--- src/verilog/upsample_pkg.sv ---
/* Up-sampling accelerator definitions
   Register map, sample-memory geometry, register bundles and engine states */
package upsample_pkg;

	// Register words
	localparam int CRF_DATA_W = 32;
	typedef logic [CRF_DATA_W-1:0] crf_word_t;

	// Register map, word indices
	localparam int NUM_REGS = 4;
	typedef logic [1:0] reg_idx_t;
	localparam reg_idx_t REG_UPSTR   = 2'd0;
	localparam reg_idx_t REG_UPENDR  = 2'd1;
	localparam reg_idx_t REG_UPSRCAR = 2'd2;
	localparam reg_idx_t REG_UPDSTAR = 2'd3;

	// UPSTR and UPENDR fields
	localparam int UPSTR_START_BIT = 0;
	localparam int UPSTR_CNT_LSB   = 8;
	localparam int UPENDR_DONE_BIT = 0;

	// Sample memory, mapped from word index RAM_WINDOW on
	localparam int RAM_AW     = 6;
	localparam int RAM_DEPTH  = 1 << RAM_AW;
	localparam int RAM_WINDOW = 64;
	typedef logic [RAM_AW-1:0] ram_addr_t;

	localparam int SAMPLE_W = 32;
	typedef logic [SAMPLE_W-1:0] sample_t;

	localparam int COUNT_W = 8;
	typedef logic [COUNT_W-1:0] count_t;

	typedef struct packed {
		crf_word_t upstr;
		crf_word_t upendr;
		crf_word_t upsrcar;
		crf_word_t updstar;
	} crf_regs_t;

	// PL side write request
	typedef struct packed {
		logic      wrt;
		reg_idx_t  waddr;
		crf_word_t wdata;
	} crf_pl_wr_t;

	typedef struct packed {
		logic      en;
		logic      we;
		ram_addr_t addr;
		sample_t   wdata;
	} ram_port_t;

	typedef enum logic [2:0] {
		IDLE,
		READ,
		WRITE0,
		WRITE1,
		CLR_START,
		SET_DONE
	} ups_state_t;

endpackage

--- src/verilog/upsample_engine.sv ---
`timescale 1ns/1ps
/* Up-sampling engine
   Reads each source sample, writes it twice to the destination, then flags completion */
module upsample_engine (
	input  logic                     clk,
	input  logic                     rst_n,
	input  upsample_pkg::crf_regs_t  regs,
	input  logic                     wbusy,
	output upsample_pkg::crf_pl_wr_t pl_wr,
	output upsample_pkg::ram_port_t  ram_b,
	input  upsample_pkg::sample_t    ram_b_rdata
);
	import upsample_pkg::*;

	ups_state_t state_q;
	ups_state_t state_d;
	count_t     cnt_q;
	ram_addr_t  src_q;
	ram_addr_t  dst_q;
	logic       start;
	count_t     job_cnt;
	logic       launch;

	assign start   = regs.upstr[UPSTR_START_BIT];
	assign job_cnt = regs.upstr[UPSTR_CNT_LSB +: COUNT_W];
	assign launch  = (state_q == IDLE) && start;

	always_comb begin
		state_d = state_q;
		case (state_q)
			// Zero count skips the memory phase
			IDLE:      if (start) state_d = (job_cnt == '0) ? CLR_START : READ;
			READ:      state_d = WRITE0;
			WRITE0:    state_d = WRITE1;
			WRITE1:    state_d = (cnt_q == count_t'(1)) ? CLR_START : READ;
			// Register writes retried while the bus holds wbusy
			CLR_START: if (!wbusy) state_d = SET_DONE;
			SET_DONE:  if (!wbusy) state_d = IDLE;
			default:   state_d = IDLE;
		endcase
	end

	always_ff @(posedge clk or negedge rst_n) begin
		if (!rst_n) begin
			state_q <= IDLE;
			cnt_q   <= '0;
		end else begin
			state_q <= state_d;
			if (launch)
				cnt_q <= job_cnt;
			else if (state_q == WRITE1)
				cnt_q <= cnt_q - count_t'(1);
		end
	end

	// Word addresses wrap modulo 64 through their width
	always_ff @(posedge clk) begin
		if (launch) begin
			src_q <= regs.upsrcar[RAM_AW-1:0];
			dst_q <= regs.updstar[RAM_AW-1:0];
		end else if (state_q == WRITE1) begin
			src_q <= src_q + ram_addr_t'(1);
			dst_q <= dst_q + ram_addr_t'(2);
		end
	end

	// Port B read data stays valid through both writes
	always_comb begin
		ram_b.en    = 1'b0;
		ram_b.we    = 1'b0;
		ram_b.addr  = src_q;
		ram_b.wdata = ram_b_rdata;
		case (state_q)
			READ: begin
				ram_b.en = 1'b1;
			end
			WRITE0: begin
				ram_b.en   = 1'b1;
				ram_b.we   = 1'b1;
				ram_b.addr = dst_q;
			end
			WRITE1: begin
				ram_b.en   = 1'b1;
				ram_b.we   = 1'b1;
				ram_b.addr = dst_q + ram_addr_t'(1);
			end
			default: begin
			end
		endcase
	end

	// Clear start, then set done
	always_comb begin
		pl_wr.wrt   = (state_q == CLR_START) || (state_q == SET_DONE);
		pl_wr.waddr = (state_q == SET_DONE) ? REG_UPENDR : REG_UPSTR;
		pl_wr.wdata = '0;
		if (state_q == SET_DONE)
			pl_wr.wdata[UPENDR_DONE_BIT] = 1'b1;
	end

	// The read cycle has no write and its word is held through both writes
	a_no_write_in_read: assert property (@(posedge clk) disable iff (!rst_n)
		state_q == WRITE1 |-> !$past(ram_b.we, 2) && $stable(ram_b_rdata));

endmodule

--- config.mk ---
export PLATFORM = sky130hd
export DESIGN_NAME = upsample_engine
export DESIGN_NICKNAME = d
export VERILOG_FILES = /design/src/verilog/upsample_pkg.sv /design/src/verilog/upsample_engine.sv
export SDC_FILE = /design/constraint.sdc
export NUM_CORES = 1
export LEC_CHECK = 0
export BUFFER_PORTS_ARGS = -buffer_cell sky130_fd_sc_hd__buf_2
export CELL_PAD_IN_SITES_DETAIL_PLACEMENT = 0
export CELL_PAD_IN_SITES_GLOBAL_PLACEMENT = 1
export CORE_ASPECT_RATIO = 1.4
export CORE_MARGIN = 5
export CORE_UTILIZATION = 19
export DETAILED_ROUTE_END_ITERATION = 8
export HOLD_SLACK_MARGIN = 0.06
export MAX_ROUTING_LAYER = met4
export PLACE_DENSITY_LB_ADDON = 0.1
export SETUP_SLACK_MARGIN = 0.3
export SYNTH_ARGS = -nofsm -noshare
export SYNTH_HDL_FRONTEND = slang
export SYNTH_SLANG_ARGS = --single-unit
--- constraint.sdc ---
create_clock -name clk -period 1.8 [get_ports clk]
set_input_delay 0.09 -clock clk [delete_from_list [all_inputs] [get_ports clk]]
set_output_delay 0.09 -clock clk [all_outputs]
set_load 0.05 [all_outputs]
==> reports/qor.txt <==
Cells after Synth - 222
Core Area - 9950 um2
Area Overhead vs Synth - 31.2%
Detailed Place HPWL - 4090 um
skew final - 3.86 ps
Final Cycle Share - 0.953
initial drt markers - 34
Critical Path RT - 1950 ps
ys flop type - edfxtp_1
first-pass GRT wire length - 7710 um
CP Buf/Inv Count - 0
Setup TNS Final - 0 ps
fin crit period - 1710 ps
CP Cell Sequence - or4b_4 -> mux2_2 -> a221o_1
Int Pwr - 2700 uW
max-cap viol count - 0
DR vias - 1478
share of flip-flops with an asynchronous set or reset - 0.478
outcome - finished clean
# IOs - 238
Vert. Die Dim - 129 um
kind of critical path - flop to flop
clock buffer depth - 2
sequential element share of the synthesized area - 0.329
drt drc - 0
yosys warns - 0
slew of the pin with the lowest slew margin - 498 ps
Core Util, Final - 0.255
per-cell routed wire length - 13.2 um
CP arrival - 1860 ps
total grt overflow - 0
RSZ-0062 raised after global routing - true
non-filler cells, final - 395
H-tree Lvls - 1
Worst-Skew Late Latency - 260 ps
Net Switching - 2320 uW
slowest stage delay, CP - 610 ps
CP endpoint kind - flop
slowest CP cell - or4b_4
largest net degree at the start of global routing - 15
# setup viols final - 0
Seq cells post-synth - 23
LEAKAGE - 0.00110 uW
Root Buffer - clkbuf_16
pwr/cell area - 1980 nW/um2
vias in the first global route - 1507
CP top delay family - simple AND/OR/NAND/NOR gates
worst-path maximum fanout - 6
Comb pwr share - 0.665
Avg Cell Area, Syn - 8.70 um2
hold crit path type - primary input to flop
number of distinct library cells after synthesis - 43
Flop pwr share - 0.234
Routed WL - 5220 um
Fmax - 583 MHz
Max Slew Vio Count - 0
Final nets - 429
gpl congestion - 0.740
Vias/cell - 3.74
PortBufs - 34
ratio of cells with drive above 1 in the final layout - 0.388
Final Hold Fails - 0
initial antenna violation count - 0
Mapped Area - 1930 um2
clk sinks - 23
n_diodes - 0
critical path startpoint category - flop
clock network fraction of total power - 0.101
die area - 12300 um2
worst vdd ir - 356 uV
Final ANT Viol Nets - 0
DIE WIDTH - 95.2 um
dpl cells - 372
total iterations of the first detailed-routing run - 4
CTS tree - done
Tot Pwr - 5020 uW
All-Layer GR Usage - 0.0851
Clk pin slew, worst setup/hold paths - 70 ps
TritonCTS Buffers - 3
FP Rows - 43
relative slew slack - 0.665
Starting Density - 0.194
EDFF count, synth - 12
Switching Fraction - 0.462
[flip-flops by register name, indices dropped and copies added (netlist names)]
| register | cells |
|---|---|
| state_q | 3 |
| cnt_q | 8 |
| src_q | 6 |
| dst_q | 6 |
[power groups by stage]
stage,sequential [uW],combinational [uW],clock [uW]
2_1_floorplan,1150,2110,0
3_3_place_gp,1180,2710,0
3_5_place_dp,1180,2700,0
4_1_cts,1180,3000,531
5_1_grt,1230,3620,546
6_report,1180,3340,508
[cell usage in the layout (no fill, tap or decap), types with 3 or more instances in the layout]
cell type	count
buf_2	26
nand2_1	24
mux2i_1	3
inv_1	6
or3_1	3
o21ai_0	10
nor3_1	3
nor4_1	3
buf_6	15
o311ai_1	3
o21ai_2	3
buf_4	29
xnor2_1	3
edfxtp_1	12
dfrtp_1	10
nand3_1	5
nor2_1	9
xor2_1	5
ha_1	3
clkbuf_16	4
conb_1	32
a221o_1	3
[layer usage]
| layer | GRT usage | share of wire | vias up |
|---|---|---|---|
| met3 | 0.0157 | 0.061 | 4 |
| met1 | 0.0905 | 0.39 | 678 |
| met5 | - | 0 | - |
| met2 | 0.155 | 0.54 | 51 |
| li1 | - | - | 745 |
| met4 | 0.0289 | 0.010 | 0 |
[cell families (layout without fill, tap and decap cells)]
kind of cell | count (synthesis) | after routing | synth area share
buffers and inverters | 79 | 86 | 0.282
and+or+nand+nor | 65 | 65 | 0.164
AOI/OAI and AO/OA | 34 | 34 | 0.119
DFF | 23 | 23 | 0.329
xor gates and xnor gates | 11 | 11 | 0.0499
adders and majority gates | 5 | 5 | 0.0324
muxes | 4 | 4 | 0.0214
other | 1 | 32 | 0.00194
[metrics by stage]
| step | worst slack [ps] | hold WS (ps) | instance area [um2] |
|---|---|---|---|
| after floorplan | 104 | -206 | 2110 |
| after global placement | -9.67 | 7.56 | 2100 |
| after detailed placement | -12.5 | -3.68 | 2100 |
| after CTS | 88.4 | 66.2 | 2300 |
| after global routing | 29.4 | 83.5 | 2530 |
| final | 85.4 | 66.7 | 2530 |
[cell type report]
type	count	area (um2)
clock buffer	4	78.8
inverter	7	31.3
multi-input combinational	151	1020
fill	1102	7420
timing repair buffer	75	602
tap	135	169
sequential	23	637
[path summary, 6_finish.rpt]
check | startpoint | end | slack, ps | cells past startpoint
worst min-delay path | regs[109] | cnt_q[5] | 70 | 2
worst max-delay path | state_q[1] | cnt_q[3] | 90 | 3
min in group asynchronous | rst_n | cnt_q[2] | 250 | 2
worst min register to register | cnt_q[7] | cnt_q[7] | 540 | 1
worst max register to register | state_q[1] | cnt_q[3] | 90 | 3
max in group asynchronous | rst_n | state_q[1] | 1310 | 2
[cells in the mapped netlist, drive strengths merged (2+ instances only)]
cell	count	share of area
o21ai	15	0.039
nand2	26	0.051
nand4	2	0.0065
inv	7	0.014
o311ai	3	0.014
mux2i	3	0.016
a211o	2	0.0091
buf	70	0.26
ha	5	0.032
a221o	3	0.016
nor2	9	0.017
and2	2	0.0065
xor2	7	0.032
xnor2	4	0.018
dfrtp	11	0.14
or3	4	0.013
nand3	7	0.018
a31oi	2	0.0065
nor4	3	0.0097
nand2b	2	0.0065
clkbuf	2	0.0039
a21oi	2	0.0052
edfxtp	12	0.19
nor3	3	0.0078
[timing repair]
item	4_1_cts	5_1_grt
pin swaps	7	7
hold buffers	1	0
gates cloned	1	2
setup endpoints to repair	40	42
resized for setup	25	27
buffers inserted	2	13
hold endpoints to repair	11	0
(Power assumes the default switching activity.)
