--- config.mk ---
export PLATFORM = sky130hd
export DESIGN_NAME = config_register_file
export DESIGN_NICKNAME = d
export VERILOG_FILES = /design/src/verilog/axi_lite_pkg.sv /design/src/verilog/upsample_pkg.sv /design/src/verilog/config_register_file.sv
export SDC_FILE = /design/constraint.sdc
export NUM_CORES = 1
export LEC_CHECK = 0
export ABC_AREA = 1
export BUFFER_PORTS_ARGS = -buffer_cell sky130_fd_sc_hd__buf_4
export CAP_MARGIN = 10
export CORE_MARGIN = 10
export CORE_UTILIZATION = 43
export DETAILED_ROUTE_END_ITERATION = 6
export PLACE_DENSITY = 0.8
export SYNTH_ARGS = -nofsm -noshare
export SYNTH_HDL_FRONTEND = slang
export SYNTH_SLANG_ARGS = --single-unit
--- constraint.sdc ---
create_clock -name clk -period 1.7 [get_ports clk]
set_clock_uncertainty 0.15 [all_clocks]
set_input_delay 0.085 -clock clk [delete_from_list [all_inputs] [get_ports clk]]
set_output_delay 0.085 -clock clk [all_outputs]
set_load 0.01 [all_outputs]
--- src/verilog/axi_lite_pkg.sv ---
/* AXI4-Lite bus definitions
   Channel bundles, bus widths and response codes */
package axi_lite_pkg;

	// Bus widths
	localparam int AXI_ADDR_W = 32;
	localparam int AXI_DATA_W = 32;
	localparam int AXI_STRB_W = AXI_DATA_W / 8;

	typedef logic [AXI_ADDR_W-1:0] axi_addr_t;
	typedef logic [AXI_DATA_W-1:0] axi_data_t;
	typedef logic [AXI_STRB_W-1:0] axi_strb_t;
	typedef logic [2:0]            axi_prot_t;
	typedef logic [1:0]            axi_resp_t;

	// Only OKAY is ever returned by the slave
	localparam axi_resp_t RESP_OKAY = 2'b00;

	// Master driven side of all five channels
	typedef struct packed {
		logic      awvalid;
		axi_addr_t awaddr;
		axi_prot_t awprot;
		logic      wvalid;
		axi_data_t wdata;
		axi_strb_t wstrb;
		logic      bready;
		logic      arvalid;
		axi_addr_t araddr;
		axi_prot_t arprot;
		logic      rready;
	} axi_lite_req_t;

	// Slave driven side
	typedef struct packed {
		logic      awready;
		logic      wready;
		logic      bvalid;
		axi_resp_t bresp;
		logic      arready;
		logic      rvalid;
		axi_data_t rdata;
		axi_resp_t rresp;
	} axi_lite_rsp_t;

endpackage

--- src/verilog/upsample_pkg.sv ---
/* Up-sampling accelerator definitions
   Register map, sample-memory geometry, register bundles and engine states */
package upsample_pkg;

	// Register words
	localparam int CRF_DATA_W = 32;
	typedef logic [CRF_DATA_W-1:0] crf_word_t;

	// Register map, word indices
	localparam int NUM_REGS = 4;
	typedef logic [1:0] reg_idx_t;
	localparam reg_idx_t REG_UPSTR   = 2'd0;
	localparam reg_idx_t REG_UPENDR  = 2'd1;
	localparam reg_idx_t REG_UPSRCAR = 2'd2;
	localparam reg_idx_t REG_UPDSTAR = 2'd3;

	// UPSTR and UPENDR fields
	localparam int UPSTR_START_BIT = 0;
	localparam int UPSTR_CNT_LSB   = 8;
	localparam int UPENDR_DONE_BIT = 0;

	// Sample memory, mapped from word index RAM_WINDOW on
	localparam int RAM_AW     = 6;
	localparam int RAM_DEPTH  = 1 << RAM_AW;
	localparam int RAM_WINDOW = 64;
	typedef logic [RAM_AW-1:0] ram_addr_t;

	localparam int SAMPLE_W = 32;
	typedef logic [SAMPLE_W-1:0] sample_t;

	localparam int COUNT_W = 8;
	typedef logic [COUNT_W-1:0] count_t;

	typedef struct packed {
		crf_word_t upstr;
		crf_word_t upendr;
		crf_word_t upsrcar;
		crf_word_t updstar;
	} crf_regs_t;

	// PL side write request
	typedef struct packed {
		logic      wrt;
		reg_idx_t  waddr;
		crf_word_t wdata;
	} crf_pl_wr_t;

	typedef struct packed {
		logic      en;
		logic      we;
		ram_addr_t addr;
		sample_t   wdata;
	} ram_port_t;

	typedef enum logic [2:0] {
		IDLE,
		READ,
		WRITE0,
		WRITE1,
		CLR_START,
		SET_DONE
	} ups_state_t;

endpackage

--- src/verilog/config_register_file.sv ---
`timescale 1ns/1ps
/* Configuration register file
   AXI4-Lite slave with four control registers, a PL write port and the memory window */
module config_register_file (
	input  logic                        clk,
	input  logic                        rst_n,
	input  axi_lite_pkg::axi_lite_req_t axi_req,
	output axi_lite_pkg::axi_lite_rsp_t axi_rsp,
	input  upsample_pkg::crf_pl_wr_t    pl_wr,
	output logic                        wbusy,
	output upsample_pkg::crf_regs_t     regs,
	output upsample_pkg::ram_port_t     ram_a,
	input  upsample_pkg::sample_t       ram_a_rdata,
	output logic                        irq
);
	import axi_lite_pkg::*;
	import upsample_pkg::*;

	// Byte address to word index decode
	function automatic logic is_reg(axi_addr_t addr);
		return (addr >> 2) < axi_addr_t'(NUM_REGS);
	endfunction

	function automatic logic is_ram(axi_addr_t addr);
		axi_addr_t widx;
		widx = addr >> 2;
		return (widx >= axi_addr_t'(RAM_WINDOW)) &&
			(widx < axi_addr_t'(RAM_WINDOW + RAM_DEPTH));
	endfunction

	function automatic reg_idx_t reg_index(axi_addr_t addr);
		return addr[3:2];
	endfunction

	function automatic ram_addr_t ram_index(axi_addr_t addr);
		return addr[2 +: RAM_AW];
	endfunction

	// One register word picked by index
	function automatic crf_word_t reg_word(crf_regs_t r, reg_idx_t idx);
		case (idx)
			REG_UPSTR:   return r.upstr;
			REG_UPENDR:  return r.upendr;
			REG_UPSRCAR: return r.upsrcar;
			default:     return r.updstar;
		endcase
	endfunction

	crf_regs_t regs_q;
	// Drives awready, wready and wbusy alike
	logic      aw_take_q;
	logic      bvalid_q;
	logic      arready_q;
	logic      rvalid_q;
	axi_data_t rdata_q;
	axi_data_t rd_mux;
	logic      axi_wren;
	logic      pl_take;
	logic      ram_wr;
	logic      axi_read;

	// Write handshake completes in the awready cycle
	assign axi_wren = axi_req.awvalid & axi_req.wvalid & aw_take_q;
	// PL write is refused only while an AXI write is being taken
	assign pl_take  = pl_wr.wrt & ~aw_take_q;
	assign ram_wr   = axi_wren & is_ram(axi_req.awaddr);
	assign axi_read = axi_req.arvalid & arready_q;

	// One write at a time with address and data accepted together
	// PL request in this cycle holds the AXI side off
	always_ff @(posedge clk or negedge rst_n) begin
		if (!rst_n) begin
			aw_take_q <= 1'b0;
		end else if (pl_wr.wrt) begin
			aw_take_q <= 1'b0;
		end else begin
			aw_take_q <= axi_req.awvalid & axi_req.wvalid & ~bvalid_q & ~aw_take_q;
		end
	end

	// PL side updates registers first
	always_ff @(posedge clk or negedge rst_n) begin
		if (!rst_n) begin
			regs_q <= '0;
		end else if (pl_take) begin
			case (pl_wr.waddr)
				REG_UPSTR:   regs_q.upstr   <= pl_wr.wdata;
				REG_UPENDR:  regs_q.upendr  <= pl_wr.wdata;
				REG_UPSRCAR: regs_q.upsrcar <= pl_wr.wdata;
				REG_UPDSTAR: regs_q.updstar <= pl_wr.wdata;
			endcase
		end else if (axi_wren && is_reg(axi_req.awaddr)) begin
			// Strobes ignored so the whole word is written
			case (reg_index(axi_req.awaddr))
				REG_UPSTR:   regs_q.upstr   <= axi_req.wdata;
				REG_UPENDR:  regs_q.upendr  <= axi_req.wdata;
				REG_UPSRCAR: regs_q.upsrcar <= axi_req.wdata;
				REG_UPDSTAR: regs_q.updstar <= axi_req.wdata;
			endcase
		end
	end

	// Response held until bready
	always_ff @(posedge clk or negedge rst_n) begin
		if (!rst_n) begin
			bvalid_q <= 1'b0;
		end else if (bvalid_q) begin
			if (axi_req.bready)
				bvalid_q <= 1'b0;
		end else begin
			bvalid_q <= axi_wren;
		end
	end

	// No new read while data is pending or the memory port is writing
	always_ff @(posedge clk or negedge rst_n) begin
		if (!rst_n) begin
			arready_q <= 1'b0;
		end else begin
			arready_q <= axi_req.arvalid & ~arready_q & ~rvalid_q & ~ram_wr;
		end
	end

	always_ff @(posedge clk or negedge rst_n) begin
		if (!rst_n) begin
			rvalid_q <= 1'b0;
		end else if (rvalid_q) begin
			if (axi_req.rready)
				rvalid_q <= 1'b0;
		end else begin
			rvalid_q <= axi_read;
		end
	end

	// Read data stays put until the next accepted read
	always_ff @(posedge clk) begin
		if (axi_read && !rvalid_q)
			rdata_q <= rd_mux;
	end

	// Memory data is already out in the arready cycle
	always_comb begin
		rd_mux = '0;
		if (is_ram(axi_req.araddr)) begin
			rd_mux = ram_a_rdata;
		end else if (is_reg(axi_req.araddr)) begin
			case (reg_index(axi_req.araddr))
				REG_UPSTR:   rd_mux = regs_q.upstr;
				REG_UPENDR:  rd_mux = regs_q.upendr;
				REG_UPSRCAR: rd_mux = regs_q.upsrcar;
				REG_UPDSTAR: rd_mux = regs_q.updstar;
			endcase
		end
	end

	// Port A writes win over reads taken straight from araddr
	always_comb begin
		ram_a.en    = ram_wr | (axi_req.arvalid & is_ram(axi_req.araddr));
		ram_a.we    = ram_wr;
		ram_a.addr  = ram_wr ? ram_index(axi_req.awaddr) : ram_index(axi_req.araddr);
		ram_a.wdata = axi_req.wdata;
	end

	assign axi_rsp = '{
		awready: aw_take_q,
		wready:  aw_take_q,
		bvalid:  bvalid_q,
		bresp:   RESP_OKAY,
		arready: arready_q,
		rvalid:  rvalid_q,
		rdata:   rdata_q,
		rresp:   RESP_OKAY
	};

	assign wbusy = aw_take_q;
	assign regs  = regs_q;
	// Done bit doubles as interrupt
	assign irq   = regs_q.upendr[UPENDR_DONE_BIT];

	// Every response is owed to a handshake one edge earlier
	a_bvalid_after_wr: assert property (@(posedge clk) disable iff (!rst_n)
		$rose(bvalid_q) |-> $past(axi_wren));

	// A taken AXI register write is never lost to a PL write on the same edge
	a_single_writer: assert property (@(posedge clk) disable iff (!rst_n)
		axi_wren && is_reg(axi_req.awaddr) |=>
			reg_word(regs_q, $past(reg_index(axi_req.awaddr))) == $past(axi_req.wdata));

endmodule

==> summary.md, run 1 <==
| Metric | Value |
|---|---|
| P per Cell Area | 964.1 nW/um^2 |
| Final WL | 41,850 microns |
| Synthesized area per cell | 7.540 sq um |
| Synth area leaders | dfrtp_1 39%, nand2_1 24%, edfxtp_1 11% |
| WL per Instance | 22.38 microns |
| Slew margin rel. | 33.11% |
| Post-synth ARST share | 80.49% |
| Compound-Gate Fraction of Synth Area | 2.985% |
| Register-to-register setup slack | -0.24 ns |
| CTS tree | built |
| Initial core utilization | 43.36% |
| Fin crit period | 1.942 ns |
| Mux contribution to synthesized area | 0.1194% |
| Reg clk slew, reported paths | 0.06 ns |
| Synth top area share | 39.40% |
| R2R Path Start | wbusy$_DFF_PN0_ |
| R2r endpoint | regs[94]$_DFFE_PN0P_ |
| Hold Startpoint | axi_req[70] |
| PortBufs | 372 |
| CP Class | reg -> reg |
| Die H | 159.6 microns |
| GPL Wtd Cong | 0.8712 |
| Cell variety after synth | 25 |
| CP Capture Type | flip-flop |
| CP required | 1.90 ns |
| Mapped Cells | 1,112 |
| Initial DRC count | 1,258 |
| Worst-Margin Slew | 1.001 ns |
| Root Buffer | clkbuf_16 |
| DPL Wire Length | 25,210 microns |
| Area of the mapped netlist | 8384 sq um |
| Htree depth | 4 |
| CP startpoint kind | flip-flop |
| EDFF count, synth | 32 |
| Nets@finish | 1,771 |
| Hold depth | 5 |
| Core footprint | 19,330 sq um |
| Max-slew violation count | 0 |
| Global-route usage over all layers | 29.53% |
| Status | complete, but fails checks |
| # clock sinks | 164 |
| DRC Markers | 0 |
| Max VDD drop | 0.7519 mV |
| Leading area contributor after synthesis | dfrtp_1 |
| Vias per std cell | 5.510 |
| Vias | 10,300 |
| DR pass1 iterations | 6 |
| Fin crit share | 114.2% |
| Final WS setup | -0.2422 ns |
| RSZ-0062 raised after global routing | yes |
| Commonest register cell after synthesis | dfrtp_1 |
| WP data arrival | 2.15 ns |
| Top-count cell post-synth | nand2_1 |
| #FFs+latches synth | 164 |
| First-pass GRT wire length | 59,450 microns |
| Most common library cells after synthesis | 540 x nand2_1, 134 x nand3_1, 132 x dfrtp_1, 47 x buf_4, 46 x inv_1 |
| Num rows | 51 |
| Failing checks | setup timing |
| Worst r2r path cells | 11 |
| Seq/Total Area, Yosys | 50.86% |
| Maximum clock frequency | 514.9 MHz |
| CP max FO | 9 |
| Total congestion overflow | 0 |
| Simple-gate share of the synthesized area | 36.74% |
| Max-cap violation count | 0 |
| Hold Violations, Final | 0 |
| Hold path endpoint | regs[60]$_DFFE_PN0P_ |
| I/O pins | 391 |
| Final setup viols | 136 |
| Layout cells sized above 1 | 33.04% |
| Die Area | 25,480 sq um |
| P&R area growth vs syn | 70.90% |
| Adder-cell area share of the yosys netlist | 0% |
| Worst hold path type | in -> reg |
| Core Util, Final | 74.11% |
| Vias in the first global route | 10,060 |
| Initial antenna violation count | 1 |
| Cell leakage power | 7.340 nW |
| Largest net degree at the start of global routing | 43 |
| CTS Buf Count | 17 |
| Detail Route Antenna Nets | 0 |
| Chip width | 159.6 microns |
| Main combinational cell family by area after synthesis | simple AND/OR/NAND/NOR gates |
| Synth warn | 0 |
| Pre-CTS setup slack | -0.1889 ns |
| Clk buf depth | 2 |
| XOR/XNOR Fraction of Synth Area | 0% |
| Clk Latency, worst-skew pair | 0.43 ns |
[per-layer routing]
metal,global-route usage (%),vias to the layer above,wire length [microns]
li1,-,4485,-
met1,32.93,4837,14130
met2,51.45,814,21000
met3,7.378,168,4606
met4,14.66,0,2112
met5,0,-,0
[per-stage QoR]
stage	std cells	TNS [ns]	cell area [sq um]	power (mW)	hold slack [ns]
2_1_floorplan	1115	0	8401	6.943	-0.3606
3_3_place_gp	1685	-16.69	11400	9.207	-0.1617
3_5_place_dp	1685	-20.52	11400	9.312	-0.1569
4_1_cts	1845	-23.36	13710	13.42	0.005444
5_1_grt	1870	-33.91	14330	14.30	0.05057
6_report	1870	-22.93	14330	13.81	0.03016
[sequential cells by signal (all words and copies together), names as in the netlist]
register	flops
bvalid_q	1
wbusy	1
arready_q	1
rvalid_q	1
regs	127
irq	1
rdata_q	32
[where the power goes]
group	total [mW]	internal, mW	switching, mW
clock network	3.75	2.02	1.72
registers	5.51	4.77	0.740
logic	4.56	2.22	2.34
[worst max-delay path by stage]
stage / end / cells after the start / startpoint
after CTS: ram_a[33] / 8 / wbusy$_DFF_PN0_
after detailed placement: regs[28]$_DFFE_PN0P_ / 8 / wbusy$_DFF_PN0_
after global placement: regs[81]$_DFFE_PN0P_ / 7 / wbusy$_DFF_PN0_
final: regs[94]$_DFFE_PN0P_ / 11 / wbusy$_DFF_PN0_
after floorplan: regs[33]$_DFFE_PN0P_ / 7 / wbusy$_DFF_PN0_
after global routing: regs[94]$_DFFE_PN0P_ / 11 / wbusy$_DFF_PN0_
[cell usage in the layout, fill, tap and decap left out, types with 12 or more instances in the layout]
cell type      netlist  layout
buf_12               0      28
buf_16               0      14
buf_4               47     389
buf_6                0      12
clkbuf_16            0      28
dfrtp_1            132     131
dlygate4sd3_1        0     102
edfxtp_1            32      32
inv_1               46      44
nand2_1            540     528
nand3_1            134     125
nand4_1             34      34
nor2_1              31      27
o21ai_0             23      17
o21ai_1             17      18
[area by class of cell]
cell class | count | area, sq um
Antenna cell | 1 | 2.502
Clock buffer | 17 | 425.4
Clock inverter | 15 | 130.1
Fill cell | 1316 | 5006
Inverter | 49 | 196.4
Multi-Input combinational cell | 797 | 3598
Sequential cell | 164 | 4265
Tap cell | 265 | 331.6
Timing Repair Buffer | 561 | 5373
Timing Repair inverter | 1 | 6.256
[repair_timing]
item	CTS	global route
gates resized for setup	64	52
hold buffers	104	0
pin swaps	9	23
endpoints found under the hold margin	284	0
buffers inserted	10	13
cloned	14	12
setup endpoints to repair	136	137
[worst max-delay path: stages, from the launching register on]
cell and delay (ns):
dfrtp_2 0.43, buf_4 0.15, inv_4 0.07, nand2_8 0.08, inv_6 0.08, o21bai_4 0.12
buf_12 0.19, buf_12 0.17, buf_12 0.11, buf_16 0.12, nand3_1 0.06, nand2_1 0.10
[logic make-up (layout without fill, tap and decap cells)]
| logic type | after synthesis | after routing |
|---|---|---|
| flip-flops | 164 | 164 |
| multiplexers | 1 | 1 |
| buffers and inverters | 154 | 643 |
| AO/OA/AOI/OAI | 44 | 44 |
| other | 1 | 5 |
| AND/OR/NAND/NOR | 748 | 748 |
No activity file was read; power rests on OpenSTA's default activity.
==> run 2: changes to the inputs <==
--- a/config.mk
+++ b/config.mk
@@ -9,9 +9,9 @@
 export BUFFER_PORTS_ARGS = -buffer_cell sky130_fd_sc_hd__buf_4
 export CAP_MARGIN = 10
 export CORE_MARGIN = 10
-export CORE_UTILIZATION = 43
+export CORE_UTILIZATION = 47
 export DETAILED_ROUTE_END_ITERATION = 6
-export PLACE_DENSITY = 0.8
+export PLACE_DENSITY = 0.83
 export SYNTH_ARGS = -nofsm -noshare
 export SYNTH_HDL_FRONTEND = slang
 export SYNTH_SLANG_ARGS = --single-unit
==> constraint.sdc (replaced) <==
create_clock -name clk -period 1.9 [get_ports clk]
set_clock_uncertainty 0.15 [all_clocks]
set_input_delay 0.095 -clock clk [delete_from_list [all_inputs] [get_ports clk]]
set_output_delay 0.095 -clock clk [all_outputs]
set_load 0.01 [all_outputs]
==> run 2 against run 1 <==
Compared with the run above: the run still ends with setup timing left; sequential share of layout area up 2.1 points; critical path type is now reg -> out; non-clock buffer count shrank 39; global-route usage rose by 0.87 points; cell count fell by 4.2%; sequential power is 11% lower; highest routed layer unchanged; clock power about the same; final area fell by 6.6%; wire length shrank 8.8%; via count down 2.1%; critical path depth is 2 lower; worst hold slack got worse by 0.025 ns; flip-flop and latch count unchanged.
==> summary.md, run 2 (synthesized netlist as in run 1, its figures left out) <==
| Metric | Value |
|---|---|
| Status | complete, but fails checks |
| Failing checks | setup timing |
| # clock sinks | 164 |
| Vias in the first global route | 10,290 |
| Slowest cell on crit path | dfrtp_2 |
| Hold Startpoint | axi_req[66] |
| Total congestion overflow | 0 |
| Hold Violations, Final | 0 |
| Maximum clock frequency | 509.0 MHz |
| Slew margin rel. | 32.03% |
| Sequential Power Share | 39.5% |
| Commonest non-fill, non-tap cell in the layout | nand2_1 |
| R2R Path Start | wbusy$_DFF_PN0_ |
| Clk pwr share | 30.4% |
| Chip width | 153.6 microns |
| Max reg flops | 127 |
| Largest net degree at the start of global routing | 70 |
| WL per Instance | 21.29 microns |
| I/O pins | 391 |
| DRC Markers | 0 |
| First-pass GRT wire length | 57,640 microns |
| DPL Wire Length | 24,790 microns |
| Nets@finish | 1,732 |
| RSZ-0062 raised after global routing | yes |
| Psw | 4.143 mW |
| CTS tree | built |
| Most frequent cells in the layout | 534 x nand2_1, 393 x buf_4, 131 x nand3_1, 131 x dfrtp_1, 97 x dlygate4sd3_1 |
| Initial core utilization | 48.14% |
| Clk Latency, worst-skew pair | 0.43 ns |
| Vias per std cell | 5.627 |
| CP Capture Type | output pin |
| Die Area | 23,580 sq um |
| Initial antenna violation count | 2 |
| CP max FO | 5 |
| CP required | 1.65 ns |
| Vias | 10,080 |
| Switching Fraction | 33.40% |
| Num rows | 48 |
| Multi-input combinational cell area | 3521 sq um |
| Most frequent CP cell | nor2_4 |
| CP startpoint kind | flip-flop |
| Initial DRC count | 1,038 |
| Fin crit period | 1.965 ns |
| Final WS setup | -0.06471 ns |
| Reg clk slew, reported paths | 0.06 ns |
| Critical path origin | wbusy$_DFF_PN0_ |
| DP Area | 11,320 sq um |
| P&R area growth vs syn | 59.57% |
| Htree depth | 4 |
| Cells along the critical path | nand3_4 > nor2_4 > nand3_2 > nor2_4 > inv_4 > buf_6 > nand2_2 > o21ai_2 > buf_4 |
| Combinational Power Share | 30.1% |
| GPL Wtd Cong | 0.8833 |
| Global-route usage over all layers | 30.40% |
| CTS Buf Count | 17 |
| Final WL | 38,160 microns |
| Fill count | 1,165 |
| Worst-Margin Slew | 1.017 ns |
| Reg area | 4265 sq um |
| Cell leakage power | 6.974 nW |
| Largest stage delay on the critical path | 0.39 ns |
| Worst hold path type | in -> reg |
| CP Class | reg -> out |
| P_int | 8.261 mW |
| Final setup viols | 5 |
| DR pass1 iterations | 7 |
| P per Cell Area | 927.1 nW/um^2 |
| Detail Route Antenna Nets | 0 |
| Post-route cell area | 13,380 sq um |
| Max VDD drop | 0.6429 mV |
| Register-to-register setup slack | 0.02 ns |
| Die H | 153.6 microns |
| Layout cells sized above 1 | 31.12% |
| WP data arrival | 1.72 ns |
| Root Buffer | clkbuf_16 |
| Max-slew violation count | 0 |
| Core footprint | 17,420 sq um |
| Core Util, Final | 76.82% |
| Clk buf depth | 2 |
| Max-cap violation count | 0 |
| Fin crit share | 103.4% |
| PortBufs | 372 |
run 2: cell types whose count changed in the layout (fill, tap and decap cells not counted), sizes merged:
cell,previous run,this run
buf,448,421
dlygate4sd3,102,97
clkbuf,28,21
clkinv,6,4
clkinvlp,6,1
diode,1,2
bufinv,1,4
inv,52,56
run 2: routing by layer:
layer | up-vias | track usage (%) | routed length [microns]
met4 | 0 | 17.09 | 2075
met3 | 153 | 7.197 | 4038
met1 | 4758 | 33.89 | 12890
met5 | - | 0 | 0
li1 | 4401 | - | -
met2 | 772 | 52.26 | 19150
run 2: final timing paths:
kind | endpoint | depth (start not counted)
worst max register to register | irq$_DFFE_PN0P_ | 11
min in group asynchronous | rvalid_q$_DFF_PN0_ | 2
max in group asynchronous | regs[77]$_DFFE_PN0P_ | 3
worst min register to register | arready_q$_DFF_PN0_ | 1
worst min-delay path | regs[88]$_DFFE_PN0P_ | 5
worst max-delay path | ram_a[35] | 9
run 2: layout make-up:
| cell class | instances | area share (%) |
|---|---|---|
| inverter | 49 | 1.450 |
| antenna | 2 | 0.03741 |
| timing repair buffer | 522 | 33.39 |
| tap | 225 | 2.104 |
| sequential | 164 | 31.88 |
| multi-input combinational | 797 | 26.32 |
| clock inverter | 15 | 1.599 |
| clock buffer | 17 | 3.180 |
| timing repair inverter | 1 | 0.04676 |
run 2: power by group through the flow:
stage / sequential [mW] / combinational [mW] / clock [mW]
3_3_place_gp: 4.90 / 3.32 / 0
6_report: 4.90 / 3.73 / 3.77
2_1_floorplan: 5.11 / 1.10 / 0
4_1_cts: 4.86 / 3.61 / 3.80
5_1_grt: 4.98 / 4.01 / 3.94
3_5_place_dp: 4.91 / 3.40 / 0
run 2: what timing repair did:
item,in CTS,in global routing
setup buffers,11,4
pin swaps,4,4
hold buffers,97,0
resized for setup,16,47
gates cloned,1,4
endpoints found under the hold margin,289,0
endpoints found under the setup margin,94,137
run 2: critical path, delay by kind of cell, from the launching register on:
kind	cells	cell delay, ns
compound gates	1	0.05
buf+inv	3	0.33
flops	1	0.39
simple gates	5	0.52
run 2: stage by stage:
step	power [mW]	hold WS, ns	TNS, ns	std cells	setup slack (ns)
finish	12.40	0.005452	-0.2241	1792	-0.06471
CTS	12.27	0.001208	-0.4809	1784	-0.09555
global route	12.92	0.02170	-1.481	1792	-0.1401
global placement	8.218	-0.06638	0	1643	0.02691
detailed placement	8.316	-0.06571	-0.3907	1643	-0.03353
floorplan	6.211	-0.3506	0	1115	0.1635
